<file path="src/design/issue_consts.svh">
`ifndef ISSUE_CONSTS_SVH
`define ISSUE_CONSTS_SVH

// issue queue geometry
`define IQ_DEPTH 8

// slot index width, log2 of IQ_DEPTH
`define SLOT_W 3

// physical register file
`define PREG_COUNT 64

`define PREG_W 6

// operand and result width
`define DATA_W 32

// reorder buffer tag
`define ROB_W 5

`endif

</file>
<file path="src/design/iq_alloc.sv">
`timescale 1ns/1ps
`default_nettype none

`include "issue_consts.svh"

module iq_alloc (
    input  logic [`IQ_DEPTH-1:0] occupied,
    input  logic                 dispatch0_valid,
    input  logic                 dispatch1_valid,
    output logic [`IQ_DEPTH-1:0] load0,
    output logic [`IQ_DEPTH-1:0] load1,
    output logic                 dispatch_ready
);

    logic [`IQ_DEPTH-1:0] first_free;
    logic [`IQ_DEPTH-1:0] second_free;
    logic [`SLOT_W:0]     free_cnt;

    // one-hot masks of the two lowest free slots, plus a free count
    always_comb begin
        first_free  = '0;
        second_free = '0;
        free_cnt    = '0;
        for (int i = 0; i < `IQ_DEPTH; i++) begin
            if (!occupied[i]) begin
                if (free_cnt == '0) begin
                    first_free[i] = 1'b1;
                end else if (free_cnt == (`SLOT_W+1)'(1)) begin
                    second_free[i] = 1'b1;
                end
                free_cnt = free_cnt + 1'b1;
            end
        end
    end

    // two slots must be free so both ports can always be taken
    assign dispatch_ready = (free_cnt >= (`SLOT_W+1)'(2));

    // port 0 gets the lowest slot, port 1 the next one up
    always_comb begin
        load0 = '0;
        load1 = '0;
        if (dispatch_ready) begin
            if (dispatch0_valid) begin
                load0 = first_free;
            end
            if (dispatch1_valid) begin
                load1 = second_free;
            end
        end
    end

endmodule

`default_nettype wire

</file>
<file path="config.mk">
export PLATFORM = sky130hd
export DESIGN_NAME = iq_alloc
export DESIGN_NICKNAME = d
export VERILOG_FILES = /design/src/design/iq_alloc.sv
export VERILOG_INCLUDE_DIRS = /design/src /design/src/design
export SDC_FILE = /design/constraint.sdc
export NUM_CORES = 1
export LEC_CHECK = 0
export ABC_AREA = 0
export BUFFER_PORTS_ARGS = -buffer_cell sky130_fd_sc_hd__buf_2
export CAP_MARGIN = 15
export CORE_MARGIN = 2
export CORE_UTILIZATION = 62
export DETAILED_ROUTE_END_ITERATION = 7
export PLACE_DENSITY = 0.88
export SLEW_MARGIN = 20
export SYNTH_ARGS = -nofsm -noshare
export SYNTH_HDL_FRONTEND = slang
export SYNTH_SLANG_ARGS = --single-unit
</file>
<file path="constraint.sdc">
create_clock -name vclk -period 14.7
set_input_delay 2.94 -clock vclk [all_inputs]
set_output_delay 2.94 -clock vclk [all_outputs]
set_load 0.01 [all_outputs]
</file>
==> metrics.cfg <==
[layout]
synthToLayoutAreaGrowth_pct = 11.0
seq_cells = 0
diodes = 0
fin_nets = 191
clkbuf_count = 0
seq_area_um2 = 0
layout-drive-gt1-share_pct = 23.3
multiInputGateArea_um2 = 1000
final_area_um2 = 1210
final.fill_count = 151
finalNonFillerCells = 176

[placement]
hpwlAfterDp_um = 2070
place_congestion = 0.783
io_buffers = 26
placed_area_um2 = 1210
dp.cells = 176

[worst_setup_path]
crit_top_cell = ha_1
critPathArrivalTime_ns = 8.07
critPathCapture = load0[6]
critPathLaunchType = input pin
cp.depth = 23
critical_path.top_delay_family = adder cells
cp.required_ns = 11.76
startpoint = occupied[0]
cp_cell_sequence = buf_2, inv_1, ha_1, xnor2_2, inv_1, ha_1, o21ai_0, ha_1, xnor2_1, nor3_1, a21oi_1, o21ai_0, ha_1, nand2_1, o31ai_1, inv_1, ha_1, xnor3_1, a32oi_1, and4b_4, nor3_2, and3_1, buf_2
cpMaxStageDelayCell = o21ai_0
worst-path-buf-inv = 5
worstSetupEndpointType = output pin
cpPeakStageDelay_ns = 0.46
path_class = input pin to output pin
cp_max_fo = 6

[die]
rows = 15
die_h_um = 46.0
die_area_um2 = 2120
start_util_pct = 64.8
die_w_um = 46.0
ioPinCount = 27
core_um2 = 1690

[timing]
worst_pin_slew_ns = 0.559
setup_viol = 0
rsz0062_at_grt = false
hold_viol_final = 0
min_period_ns = 11.01
finalSetupTns_ns = 0
fin_hold_ws_ns = 6.22
fmax_ghz = 0.0908
drv_slew = 0
period_share_pct = 74.9
slew_headroom_pct = 62.4

[route]
wirelength_um = 2410
wire_per_inst_um = 13.7
drcViolationCount = 0
drt-pass1-iter-count = 4
wl_met2_um = 1310
dr.first_iter.drc_count = 21
vias_per_cell = 5.91
top_layer = met4
wl_met1_um = 984
route.vias.total = 1040
antenna_left = 0
wl_met3_um = 72

[clock_tree]
postCtsSetupBuffers = 0
post_cts_resized = 0
cts_hold_buf = 0

[status]
outcome = complete, no violations

[global_route]
grt_pass1_wl_um = 3800
grt_pass1_vias = 937
grt_max_degree = 13
track_usage_pct = 24.0
grt.overflow.total = 0
antenna_found_initial = 0

[power]
vdd.ir_drop.worst_mv = 0.0525
power.density_nw_per_um2 = 79.4
p_leak_nw = 0.678

[yosys]
ys.warnings.count = 0
seq_area_frac_synth_pct = 0
synthDistinctLibCells = 44
syn_inst = 139
avgSynthCellArea_um2 = 7.88
synth_fp_nets = 169
syn_area_um2 = 1090

[hold_path]
worstHoldPathType = input pin to output pin

[run]
maxCapViolCount = 0

[Yosys cell counts, drive strengths merged, types with 2 or more instances]
cell / n / share of area [%]
a211oi: 4 / 3.7
a21oi: 7 / 3.2
and2: 3 / 1.7
and3: 5 / 2.9
and3b: 3 / 2.4
and4b: 6 / 5.8
buf: 3 / 1.8
clkbuf: 3 / 1.0
ha: 20 / 23
inv: 16 / 5.5
mux2i: 2 / 1.8
nand2: 8 / 2.7
nand2b: 3 / 1.7
nor2: 13 / 4.5
nor2b: 2 / 1.1
nor3: 3 / 1.8
nor3b: 2 / 2.4
nor4: 2 / 1.1
o21ai: 4 / 1.8
xnor2: 11 / 10
xnor3: 3 / 6.2
xor2: 2 / 4.0
[cell families after synthesis]
logic type,Yosys count,share of synthesized area [%]
other,1,0.343
AO/OA/AOI/OAI,24,15.8
AND/OR/NAND/NOR,54,30.5
XOR/XNOR,16,20.3
buffers and inverters,22,8.34
multiplexers,2,1.83
adder cells (fa/ha/maj),20,22.9
[worst min-delay path: cells and delay by family]
kind	cells	cell delay, ns
buf+inv	2	0.20
simple gates	1	0.13
[area by class of cell]
cell class,count,area share (%)
well taps,17,1.75
repair buffers,26,10.7
multi-input cells,117,82.6
inverters,16,4.94
[metrics by stage]
step	util (%)	total power, mW	setup WS (ns)
6_report	71.9	0.0964	3.69
5_1_grt	71.9	0.107	3.25
4_1_cts	71.9	0.0970	3.68
3_5_place_dp	71.9	0.0965	3.67
3_3_place_gp	71.9	0.0905	3.96
2_1_floorplan	-	0.0738	4.65
[worst min-delay path by stage]
stage | from | to | cells after the start
6_report | dispatch0_valid | load0[7] | 3
5_1_grt | dispatch0_valid | load0[7] | 3
4_1_cts | dispatch0_valid | load0[7] | 3
3_5_place_dp | dispatch0_valid | load0[7] | 3
3_3_place_gp | occupied[0] | load0[0] | 3
2_1_floorplan | occupied[0] | load0[0] | 1
[cell usage in the layout, fill, tap and decap left out, types with 4 or more instances in the layout]
cell type  netlist  final
a21oi_1          7      7
and3_1           5      5
and4b_1          5      5
buf_2            1     26
ha_1            20     20
inv_1           15     15
nand2_1          8      8
nor2_1          13     13
o21ai_0          4      4
xnor2_1          9      9
[report_power, final]
group / internal, mW / total (mW) / switching (mW)
registers: 0 / 0 / 0
logic: 0.0419 / 0.0964 / 0.0546
clock network: 0 / 0 / 0
[routing by layer]
layer	GRT usage [%]	up-vias
met5	0	-
li1	-	529
met3	1.59	4
met4	7.43	0
met1	26.3	485
met2	47.2	22
Power figures use the tool's default switching activity.
