$ cat src/design/issue_consts.svh
`ifndef ISSUE_CONSTS_SVH
`define ISSUE_CONSTS_SVH

// issue queue geometry
`define IQ_DEPTH 8

// slot index width, log2 of IQ_DEPTH
`define SLOT_W 3

// physical register file
`define PREG_COUNT 64

`define PREG_W 6

// operand and result width
`define DATA_W 32

// reorder buffer tag
`define ROB_W 5

`endif

$ cat src/design/issue_pkg.sv
`default_nettype none

`include "issue_consts.svh"

package issue_pkg;

    // execute lane is derived from the class
    typedef enum logic [1:0] {
        op_alu1 = 2'd0,
        op_br   = 2'd1,
        op_alu2 = 2'd2
    } op_class_e;

    typedef struct packed {
        logic                valid;
        op_class_e           op_class;
        logic [`PREG_W-1:0]  src1;
        logic [`PREG_W-1:0]  src2;
        logic [`PREG_W-1:0]  dest;
        logic                rf_we;
        logic                src1_ready;
        logic                src2_ready;
        logic [`ROB_W-1:0]   rob;
    } dispatch_t;

    typedef struct packed {
        logic                rf_we;
        logic [`PREG_W-1:0]  dest;
        logic [`DATA_W-1:0]  result;
    } wb_t;

    // ready bits change while the entry waits
    typedef struct packed {
        logic                valid;
        op_class_e           op_class;
        logic [`PREG_W-1:0]  src1;
        logic [`PREG_W-1:0]  src2;
        logic [`PREG_W-1:0]  dest;
        logic                rf_we;
        logic                src1_ready;
        logic                src2_ready;
        logic [`ROB_W-1:0]   rob;
    } iq_entry_t;

    typedef struct packed {
        logic                valid;
        op_class_e           op_class;
        logic [`PREG_W-1:0]  dest;
        logic                rf_we;
        logic [`ROB_W-1:0]   rob;
        logic [`DATA_W-1:0]  src1_value;
        logic [`DATA_W-1:0]  src2_value;
    } issue_t;

endpackage

`default_nettype wire

$ cat src/design/iq_select.sv
`timescale 1ns/1ps
`default_nettype none

`include "issue_consts.svh"

module iq_select (
    input  issue_pkg::iq_entry_t entries [`IQ_DEPTH],
    input  logic                 alu1_allowin,
    input  logic                 bru_allowin,
    input  logic                 alu2_allowin,
    output logic [`IQ_DEPTH-1:0] clear,
    output issue_pkg::iq_entry_t sel0,
    output issue_pkg::iq_entry_t sel1
);

    logic [`IQ_DEPTH-1:0] cand0;
    logic [`IQ_DEPTH-1:0] cand1;
    logic                 found0;
    logic                 found1;
    logic [`SLOT_W-1:0]   idx0;
    logic [`SLOT_W-1:0]   idx1;

    function automatic logic is_ready(issue_pkg::iq_entry_t e);
        return e.valid && e.src1_ready && e.src2_ready;
    endfunction

    // lane candidates, class must match and the unit must accept it
    always_comb begin
        for (int i = 0; i < `IQ_DEPTH; i++) begin
            cand0[i] = is_ready(entries[i]) &&
                       ((entries[i].op_class == issue_pkg::op_alu1 && alu1_allowin) ||
                        (entries[i].op_class == issue_pkg::op_br   && bru_allowin));
            cand1[i] = is_ready(entries[i]) &&
                       (entries[i].op_class == issue_pkg::op_alu2 && alu2_allowin);
        end
    end

    // lowest index wins, scan from the top down
    always_comb begin
        found0 = 1'b0;
        found1 = 1'b0;
        idx0   = '0;
        idx1   = '0;
        for (int i = `IQ_DEPTH-1; i >= 0; i--) begin
            if (cand0[i]) begin
                found0 = 1'b1;
                idx0   = `SLOT_W'(i);
            end
            if (cand1[i]) begin
                found1 = 1'b1;
                idx1   = `SLOT_W'(i);
            end
        end
    end

    always_comb begin
        sel0  = '0;
        sel1  = '0;
        clear = '0;
        if (found0) begin
            sel0        = entries[idx0];
            clear[idx0] = 1'b1;
        end
        // classes are disjoint, so idx1 never equals idx0 when both are found
        if (found1) begin
            sel1        = entries[idx1];
            clear[idx1] = 1'b1;
        end
    end

endmodule

`default_nettype wire

$ cat config.mk
export PLATFORM = sky130hd
export DESIGN_NAME = iq_select
export DESIGN_NICKNAME = d
export VERILOG_FILES = /design/src/design/issue_pkg.sv /design/src/design/iq_select.sv
export VERILOG_INCLUDE_DIRS = /design/src /design/src/design
export SDC_FILE = /design/constraint.sdc
export NUM_CORES = 1
export LEC_CHECK = 0
export BUFFER_PORTS_ARGS = -buffer_cell sky130_fd_sc_hd__buf_2
export CORE_AREA = 4 4 113 115
export DETAILED_ROUTE_END_ITERATION = 6
export DIE_AREA = 0 0 117 119
export PLACE_DENSITY = 0.76
export SYNTH_ARGS = -nofsm -noshare
export SYNTH_HDL_FRONTEND = slang
export SYNTH_SLANG_ARGS = --single-unit
$ cat constraint.sdc
create_clock -name vclk -period 2.2
set_input_delay 0.22 -clock vclk [all_inputs]
set_output_delay 0.22 -clock vclk [all_outputs]
set_load 0.01 [all_outputs]
==> results.sh <==
export IMPL_min_to="sel1[12]"
export IMPL_dr_first_iter_drc_count=1508
export IMPL_port_buffers=299
export IMPL_finalNetCount=1189
export IMPL_dieArea_mm2=0.0139
export IMPL_path_cells="buf_8, nand3_4, buf_6, buf_6, nor3_4, buf_6, buf_8, buf_4, a21oi_1, a21oi_1, a222oi_1, a31oi_2, buf_2"
export IMPL_synth_area_leaders="o221ai_1 (9.8%), or3_1 (9.1%), o221a_2 (7.4%), nor3_1 (7.2%), mux2_2 (6.8%)"
export IMPL_power_mw=1.36
export IMPL_std_cell_rows=40
export IMPL_yosys_top_cells_count="nor3_1 (62), or3_1 (62), o221ai_1 (48)"
export IMPL_synthCells=585
export IMPL_finalCritPeriodShare=1.06
export IMPL_fillerInstances=974
export IMPL_p_leak_nw=3.29
export IMPL_first_pass_iters=7
export IMPL_comb_power_share=1.000
export IMPL_status="complete, but fails checks"
export IMPL_cp_required_ns=1.98
export IMPL_wl_per_cell_um=27.8
export IMPL_clockBufferCount=0
export IMPL_fin_tns_setup_ns=-1.69
export IMPL_cts_hold_buf=0
export IMPL_die_x_um=117
export IMPL_fp_dieH_um=119
export IMPL_violations="design-rule violations, negative setup slack"
export IMPL_hold_viol_final=0
export IMPL_synth_top_cell_by_area="o221ai_1"
export IMPL_intPower_mw=0.675
export IMPL_syn_cell_area_mm2=0.00428
export IMPL_power_frac_seq=0
export IMPL_path_class="in -> out"
export IMPL_hold_start="entries[70]"
export IMPL_cp_slowest_cell="a31oi_2"
export IMPL_ios=301
export IMPL_grt_first_pass_wirelength_um=41500
export IMPL_synth_distinct_cells=54
export IMPL_vias=7933
export IMPL_drive_gt1_frac=0.653
export IMPL_drv_slew=0
export IMPL_slew_headroom=0.628
export IMPL_hold_depth=3
export IMPL_synth_warnings=0
export IMPL_seq_cells=0
export IMPL_drc=3
export IMPL_start_kind="input port"
export IMPL_synthToLayoutAreaGrowth_pct=85.7
export IMPL_synth_top_cell_area_share=0.0982
export IMPL_crit_start="entries[150]"
export IMPL_p_switching_mw=0.689
export IMPL_power_density_mw_per_mm2=172
export IMPL_finalWorstSetupSlack_ns=-0.130
export IMPL_grt_max_degree=29
export IMPL_fin_crit_ns=2.33
export IMPL_fin_area_mm2=0.00795
export IMPL_max_vdd_ir_drop_mv=0.115
export IMPL_wl_um=30700
export IMPL_dpl_instance_area_mm2=0.00662
export IMPL_ant_nets=0
export IMPL_end_kind="output port"
export IMPL_path_max_fanout=5
export IMPL_clock_power_share=0
export IMPL_grt_overflow_total=0
export IMPL_hp_class="in -> out"
export IMPL_finalWeightedCongestion=0.965
export IMPL_antenna_found_initial=4
export IMPL_fmax_mhz=429
export IMPL_grtUsageTotal=0.380
export IMPL_synth_avg_cell_area_um2=7.32
export IMPL_swShare=0.505
export IMPL_max_cap_viol_count=0
export IMPL_cp_slowest_stage_delay_ns=0.24
export IMPL_synth_seq_area_share=0
export IMPL_cpMostUsedCell="buf_6"
export IMPL_place_hpwl_um=21100
export IMPL_register_area_um2=0
export IMPL_start_util=0.362
export IMPL_holdWs_ns=0.800
export IMPL_setup_viol_count_final=45
export IMPL_viasPerCell=7.19
export IMPL_grt_pass1_vias=7432
export IMPL_tightest_slew_ns=0.554
export IMPL_cp_arrival_ns=2.11
export IMPL_core_area_mm2=0.0118
export IMPL_rsz0062_at_grt="true"
critical path: cells and delay by family:
family | cells | cell delay, ns
compound gates | 4 | 0.69
simple gates | 2 | 0.30
buf+inv | 7 | 0.90
per-stage QoR:
step           instances  setup slack (ns)  utilization
2_1_floorplan        586            0.0775            -
3_3_place_gp        1071            -0.276        0.560
3_5_place_dp        1071            -0.258        0.560
4_1_cts             1084           -0.0273        0.600
5_1_grt             1102            -0.220        0.673
6_report            1103            -0.130        0.673
power groups by stage:
stage            clock, mW  combinational (mW)  sequential, mW
6_report       0.000000244                1.36               0
5_1_grt        0.000000183                1.41               0
4_1_cts                  0                1.15               0
3_5_place_dp             0                1.09               0
3_3_place_gp             0                1.08               0
2_1_floorplan            0               0.498               0
cell type report:
cell class | instances | area, um2 | area share
antenna | 4 | 10.0 | 0.00126
inverter | 5 | 18.8 | 0.00236
multi-input combinational | 499 | 4510 | 0.567
tap | 147 | 184 | 0.0231
timing repair buffer | 448 | 3230 | 0.406
cells by family after synthesis:
kind of cell | synth area share
and+or+nand+nor | 0.351
AOI/OAI and AO/OA | 0.452
buffers and inverters | 0.107
muxes | 0.0883
other | 0.000876
layout by cell type (no fill, tap or decap), types with 23 or more instances in the layout:
master      n
o22a_1     25
nor3_1     49
o221ai_1   31
o31a_1     23
nor3_2     25
or4_1      23
buf_6      55
mux2_2     25
nand2_1    34
or3_1      52
buf_4      98
o221a_2    27
buf_2     268
layer usage:
| metal | GRT usage | up-vias | share of wire |
|---|---|---|---|
| met1 | 0.483 | 3551 | 0.35 |
| met4 | 0.171 | 2 | 0.069 |
| li1 | - | 3240 | - |
| met5 | 0 | - | 0.00042 |
| met3 | 0.105 | 246 | 0.15 |
| met2 | 0.592 | 894 | 0.43 |
worst max path at each step:
stage          slack [ns]  endpoint  depth (start not counted)
2_1_floorplan        0.08  sel0[10]                         10
3_3_place_gp        -0.28  sel0[19]                         10
3_5_place_dp        -0.26  sel0[19]                         10
4_1_cts             -0.03   sel0[3]                         10
5_1_grt             -0.22   sel1[2]                         13
6_report            -0.13   sel1[2]                         13
timing repair:
| item | in CTS | in global routing |
|---|---|---|
| setup endpoints to repair | 53 | 54 |
| buffers inserted | 13 | 8 |
| pin swaps | 36 | 48 |
| resized for setup | 79 | 135 |
| endpoints found under the hold margin | 0 | 0 |
| cloned | 1 | 7 |
Note: power is estimated with default switching activity, not from simulation.
