--- config.mk ---
export PLATFORM = sky130hd
export DESIGN_NAME = iq_slot
export DESIGN_NICKNAME = d
export VERILOG_FILES = /design/src/design/issue_pkg.sv /design/src/design/iq_slot.sv
export VERILOG_INCLUDE_DIRS = /design/src /design/src/design
export SDC_FILE = /design/constraint.sdc
export NUM_CORES = 1
export LEC_CHECK = 0
export ABC_AREA = 1
export BUFFER_PORTS_ARGS = -buffer_cell sky130_fd_sc_hd__buf_2
export CORE_AREA = 3 3 89 57
export DETAILED_ROUTE_END_ITERATION = 8
export DIE_AREA = 0 0 92 60
export PLACE_DENSITY = 0.79
export SETUP_SLACK_MARGIN = 0.2
export SLEW_MARGIN = 20
export SYNTH_ARGS = -nofsm -noshare
export SYNTH_HDL_FRONTEND = slang
export SYNTH_SLANG_ARGS = --single-unit
--- constraint.sdc ---
create_clock -name clk -period 1.25 [get_ports clk]
set_input_delay 0.0625 -clock clk [delete_from_list [all_inputs] [get_ports clk]]
set_output_delay 0.0625 -clock clk [all_outputs]
set_load 0.05 [all_outputs]
--- src/design/issue_consts.svh ---
`ifndef ISSUE_CONSTS_SVH
`define ISSUE_CONSTS_SVH

// issue queue geometry
`define IQ_DEPTH 8

// slot index width, log2 of IQ_DEPTH
`define SLOT_W 3

// physical register file
`define PREG_COUNT 64

`define PREG_W 6

// operand and result width
`define DATA_W 32

// reorder buffer tag
`define ROB_W 5

`endif

--- src/design/issue_pkg.sv ---
`default_nettype none

`include "issue_consts.svh"

package issue_pkg;

    // execute lane is derived from the class
    typedef enum logic [1:0] {
        op_alu1 = 2'd0,
        op_br   = 2'd1,
        op_alu2 = 2'd2
    } op_class_e;

    typedef struct packed {
        logic                valid;
        op_class_e           op_class;
        logic [`PREG_W-1:0]  src1;
        logic [`PREG_W-1:0]  src2;
        logic [`PREG_W-1:0]  dest;
        logic                rf_we;
        logic                src1_ready;
        logic                src2_ready;
        logic [`ROB_W-1:0]   rob;
    } dispatch_t;

    typedef struct packed {
        logic                rf_we;
        logic [`PREG_W-1:0]  dest;
        logic [`DATA_W-1:0]  result;
    } wb_t;

    // ready bits change while the entry waits
    typedef struct packed {
        logic                valid;
        op_class_e           op_class;
        logic [`PREG_W-1:0]  src1;
        logic [`PREG_W-1:0]  src2;
        logic [`PREG_W-1:0]  dest;
        logic                rf_we;
        logic                src1_ready;
        logic                src2_ready;
        logic [`ROB_W-1:0]   rob;
    } iq_entry_t;

    typedef struct packed {
        logic                valid;
        op_class_e           op_class;
        logic [`PREG_W-1:0]  dest;
        logic                rf_we;
        logic [`ROB_W-1:0]   rob;
        logic [`DATA_W-1:0]  src1_value;
        logic [`DATA_W-1:0]  src2_value;
    } issue_t;

endpackage

`default_nettype wire

--- src/design/iq_slot.sv ---
`timescale 1ns/1ps
`default_nettype none

`include "issue_consts.svh"

module iq_slot (
    input  logic                 clk,
    input  logic                 arst_n,
    input  logic                 flush,
    input  logic                 load,
    input  issue_pkg::dispatch_t load_data,
    input  logic                 clear,
    input  issue_pkg::wb_t       wb0,
    input  issue_pkg::wb_t       wb1,
    output issue_pkg::iq_entry_t entry
);

    logic                 occupied_q;
    issue_pkg::iq_entry_t data_q;
    logic [`PREG_W-1:0]   src1_cmp;
    logic [`PREG_W-1:0]   src2_cmp;
    logic                 wake1;
    logic                 wake2;

    function automatic logic wb_hit(issue_pkg::wb_t wb, logic [`PREG_W-1:0] src);
        // register 0 is never written back
        return wb.rf_we && (wb.dest != '0) && (wb.dest == src);
    endfunction

    // compare against incoming sources on load so a same-cycle writeback is not missed
    assign src1_cmp = load ? load_data.src1 : data_q.src1;
    assign src2_cmp = load ? load_data.src2 : data_q.src2;
    assign wake1    = wb_hit(wb0, src1_cmp) || wb_hit(wb1, src1_cmp);
    assign wake2    = wb_hit(wb0, src2_cmp) || wb_hit(wb1, src2_cmp);

    always_ff @(posedge clk or negedge arst_n) begin
        if (!arst_n) begin
            occupied_q <= 1'b0;
        end else if (flush || clear) begin
            occupied_q <= 1'b0;
        end else if (load) begin
            occupied_q <= 1'b1;
        end
    end

    always_ff @(posedge clk) begin
        if (load) begin
            data_q            <= load_data;
            data_q.src1_ready <= load_data.src1_ready || wake1;
            data_q.src2_ready <= load_data.src2_ready || wake2;
        end else if (occupied_q) begin
            data_q.src1_ready <= data_q.src1_ready || wake1;
            data_q.src2_ready <= data_q.src2_ready || wake2;
        end
    end

    always_comb begin
        entry       = data_q;
        entry.valid = occupied_q;
    end

endmodule

`default_nettype wire

==> flow_metrics.tcl <==
set metrics [dict create \
    outcome "complete, no violations" \
    maxCapViolations 0 \
    critPathMostFrequentCell "nand2_1" \
    required_ns 1.28 \
    crit_path_cell_trace "nand2_2 -> nand2_2 -> nand2_1 -> nand2_1 -> nand2_1 -> nor2_1 -> nand2_1 -> nand3_1" \
    hold_viol_final 0 \
    wirelength_um 4771 \
    num_rows 18 \
    mostFrequentLayoutCells "buf_2, nand2_1, nand3_1" \
    drc_errors 0 \
    grt_start_max_net_pins 18 \
    die_h_um 60 \
    yosysTopAreaCell "edfxtp_1" \
    ys_types 15 \
    io_buffer_count 75 \
    setup_violations 0 \
    clkPwrFrac_pct 32.2 \
    layout_commonest_cell "buf_2" \
    avgRoutedWirePerCell_um 12.62 \
    syn-mean-instance-area_um2 8.177 \
    total_power_mw 2.997 \
    ioPinCount 141 \
    syn_area_mm2 0.001619 \
    swShare_pct 32.06 \
    grt_overflow 0 \
    crit_buf_inv 0 \
    clk_latency_ns 0.28 \
    viasPerCell 4.614 \
    skew_ns 0.006427 \
    clk_path_buf_depth 2 \
    dp_hpwl_um 3354 \
    die_x_um 92 \
    syn_nets 310 \
    worstSetupPathType "reg -> reg" \
    grtUsageTotal_pct 17.17 \
    min-delay-path-class "in -> async" \
    final.min_clock_period_ns 1.233 \
    clockRootBuffer "clkbuf_8" \
    grt_antenna_before_repair 0 \
    drt-pass1-iter-count 4 \
    cts_inserted_buffers 5 \
    end_kind "flip-flop" \
    htree_num_levels 2 \
    max_stage_delay_ns 0.43 \
    tns_ns 0 \
    seq_power_share_pct 39.6 \
    maxSlewHeadroom_pct 82.60 \
    ant_nets 0 \
    ys_warn_count 0 \
    synthTopCellsByArea "edfxtp_1, nand2_1, nand3_1" \
    n_antenna_cell 0 \
    gp_congestion 0.7957 \
    critPathTopFamily "simple AND/OR/NAND/NOR gates" \
    syn_inst 198 \
    layout_worst_path_cycle_share_pct 98.67 \
    fin_util_pct 62.13 \
    internal_power_mw 2.036 \
    fin_nets 429 \
    start_kind "flip-flop" \
    syn2layout_area_growth_pct 60.74 \
    cts_tree "yes" \
    start_util_pct 38.65 \
    power.switching_uw 960.8 \
    dieArea_mm2 0.005520 \
    grt_first_pass_wirelength_um 7238 \
    ys_seq_elements 29 \
    tightest_slew_ns 0.2628 \
    grt_pass1_vias 1667 \
    p_comb_share_pct 28.2 \
    slowest_stage "edfxtp_1" \
    coreArea_mm2 0.004189 \
    fmax_mhz 810.8 \
    yosysSeqAreaShare_pct 53.48 \
    rsz0062_at_grt "yes" \
    synth.top_cell.area_share_pct 51.93 \
    dr_total_vias 1744 \
    drt_iter0_drc 107 \
    crit_path_max_fanout 3 \
    drv_slew 0 \
    drive_gt1_share_pct 36.48 \
    p_leak_nw 1.316 \
    critPathArrivalTime_ns 1.27 \
    p_per_area_mw_per_mm2 1152 \
    clk_pin_slew_ns 0.07 \
    ir_worst_vdd_mv 0.7644 \
    worst_hold_slack_ns 0.07668 \
    cts.sinks 29 \
]
==> metal layers <==
metal  GRT usage, %  vias to the layer above  part of all wire [%]
met4          5.708                        0                  0.82
met3          4.528                        5                   7.7
li1               -                      881                     -
met2          29.36                       67                    48
met5              0                        -                     0
met1          21.56                      791                    43
==> flip-flops by register name (all words and copies together) (netlist names) <==
name and cells:
entry 28, occupied_q 1
==> synth_stat cells <==
| cell type | instances |
|---|---|
| nand3b_1 | 1 |
| buf_6 | 3 |
| nand2_1 | 81 |
| nor3b_1 | 1 |
| nand4_1 | 2 |
| mux2i_1 | 2 |
| nand2_2 | 2 |
| dfrtp_1 | 1 |
| nor2_1 | 14 |
| inv_6 | 1 |
| edfxtp_1 | 28 |
| inv_1 | 24 |
| buf_4 | 1 |
| xor2_1 | 3 |
| nand3_1 | 34 |
==> logic make-up after synthesis <==
group,count (synthesis),share of synthesized area (%)
buffers and inverters,29,8.656
XOR/XNOR,3,1.623
AND/OR/NAND/NOR,135,35.01
flip-flops,29,53.48
multiplexers,2,1.237
==> area by class of cell <==
cell class	instances	area, um2
well taps	60	75.07
inverters	25	98.84
fillers	397	1587
flip-flops and latches	29	865.8
clock inverters	3	41.29
repair buffers	116	782.0
clock buffers	5	68.82
multi-input cells	140	670.6
==> stage by stage <==
| step | setup slack (ns) | instance area, um2 | instances |
|---|---|---|---|
| after floorplan | -0.1356 | 1619 | 198 |
| after global placement | -0.01185 | 2088 | 337 |
| after detailed placement | -0.01208 | 2088 | 337 |
| after CTS | 0.07774 | 2539 | 378 |
| after global routing | -0.04710 | 2603 | 378 |
| final | 0.01668 | 2603 | 378 |
==> worst reg2reg max path: stages, from the launching register on <==
cell      delay [ns]
edfxtp_1        0.43
nand2_2         0.11
nand2_2         0.07
nand2_1         0.07
nand2_1         0.07
nand2_1         0.06
nor2_1          0.04
nand2_1         0.05
nand3_1         0.07
==> power by group through the flow <==
stage	logic [mW]	registers [mW]	clock network (mW)
6_report	0.845	1.19	0.966
4_1_cts	0.806	1.18	0.981
3_5_place_dp	0.714	1.20	0
3_3_place_gp	0.703	1.20	0
5_1_grt	0.909	1.19	1.03
2_1_floorplan	0.219	1.47	0
==> path summary, 6_finish.rpt <==
check                           depth (start not counted)          from  slack (ns)         end
worst max-delay path                                    8     entry[14]        0.02    entry[5]
worst min register to register                          2      entry[6]        0.60    entry[6]
max in group asynchronous                               2        arst_n        1.09  occupied_q
min in group clk                                        3  load_data[6]        0.10    entry[6]
worst min-delay path                                    2        arst_n        0.08  occupied_q
worst max register to register                          8     entry[14]        0.02    entry[5]
==> timing repair <==
item                                   CTS  global route
setup buffers                            4             0
gates cloned                             0             0
pin swaps                                7             9
hold buffers                            29             0
setup endpoints to repair                2             5
gates resized for setup                  7            23
endpoints found under the hold margin   28             0
No activity file was read; power rests on OpenSTA's default activity.
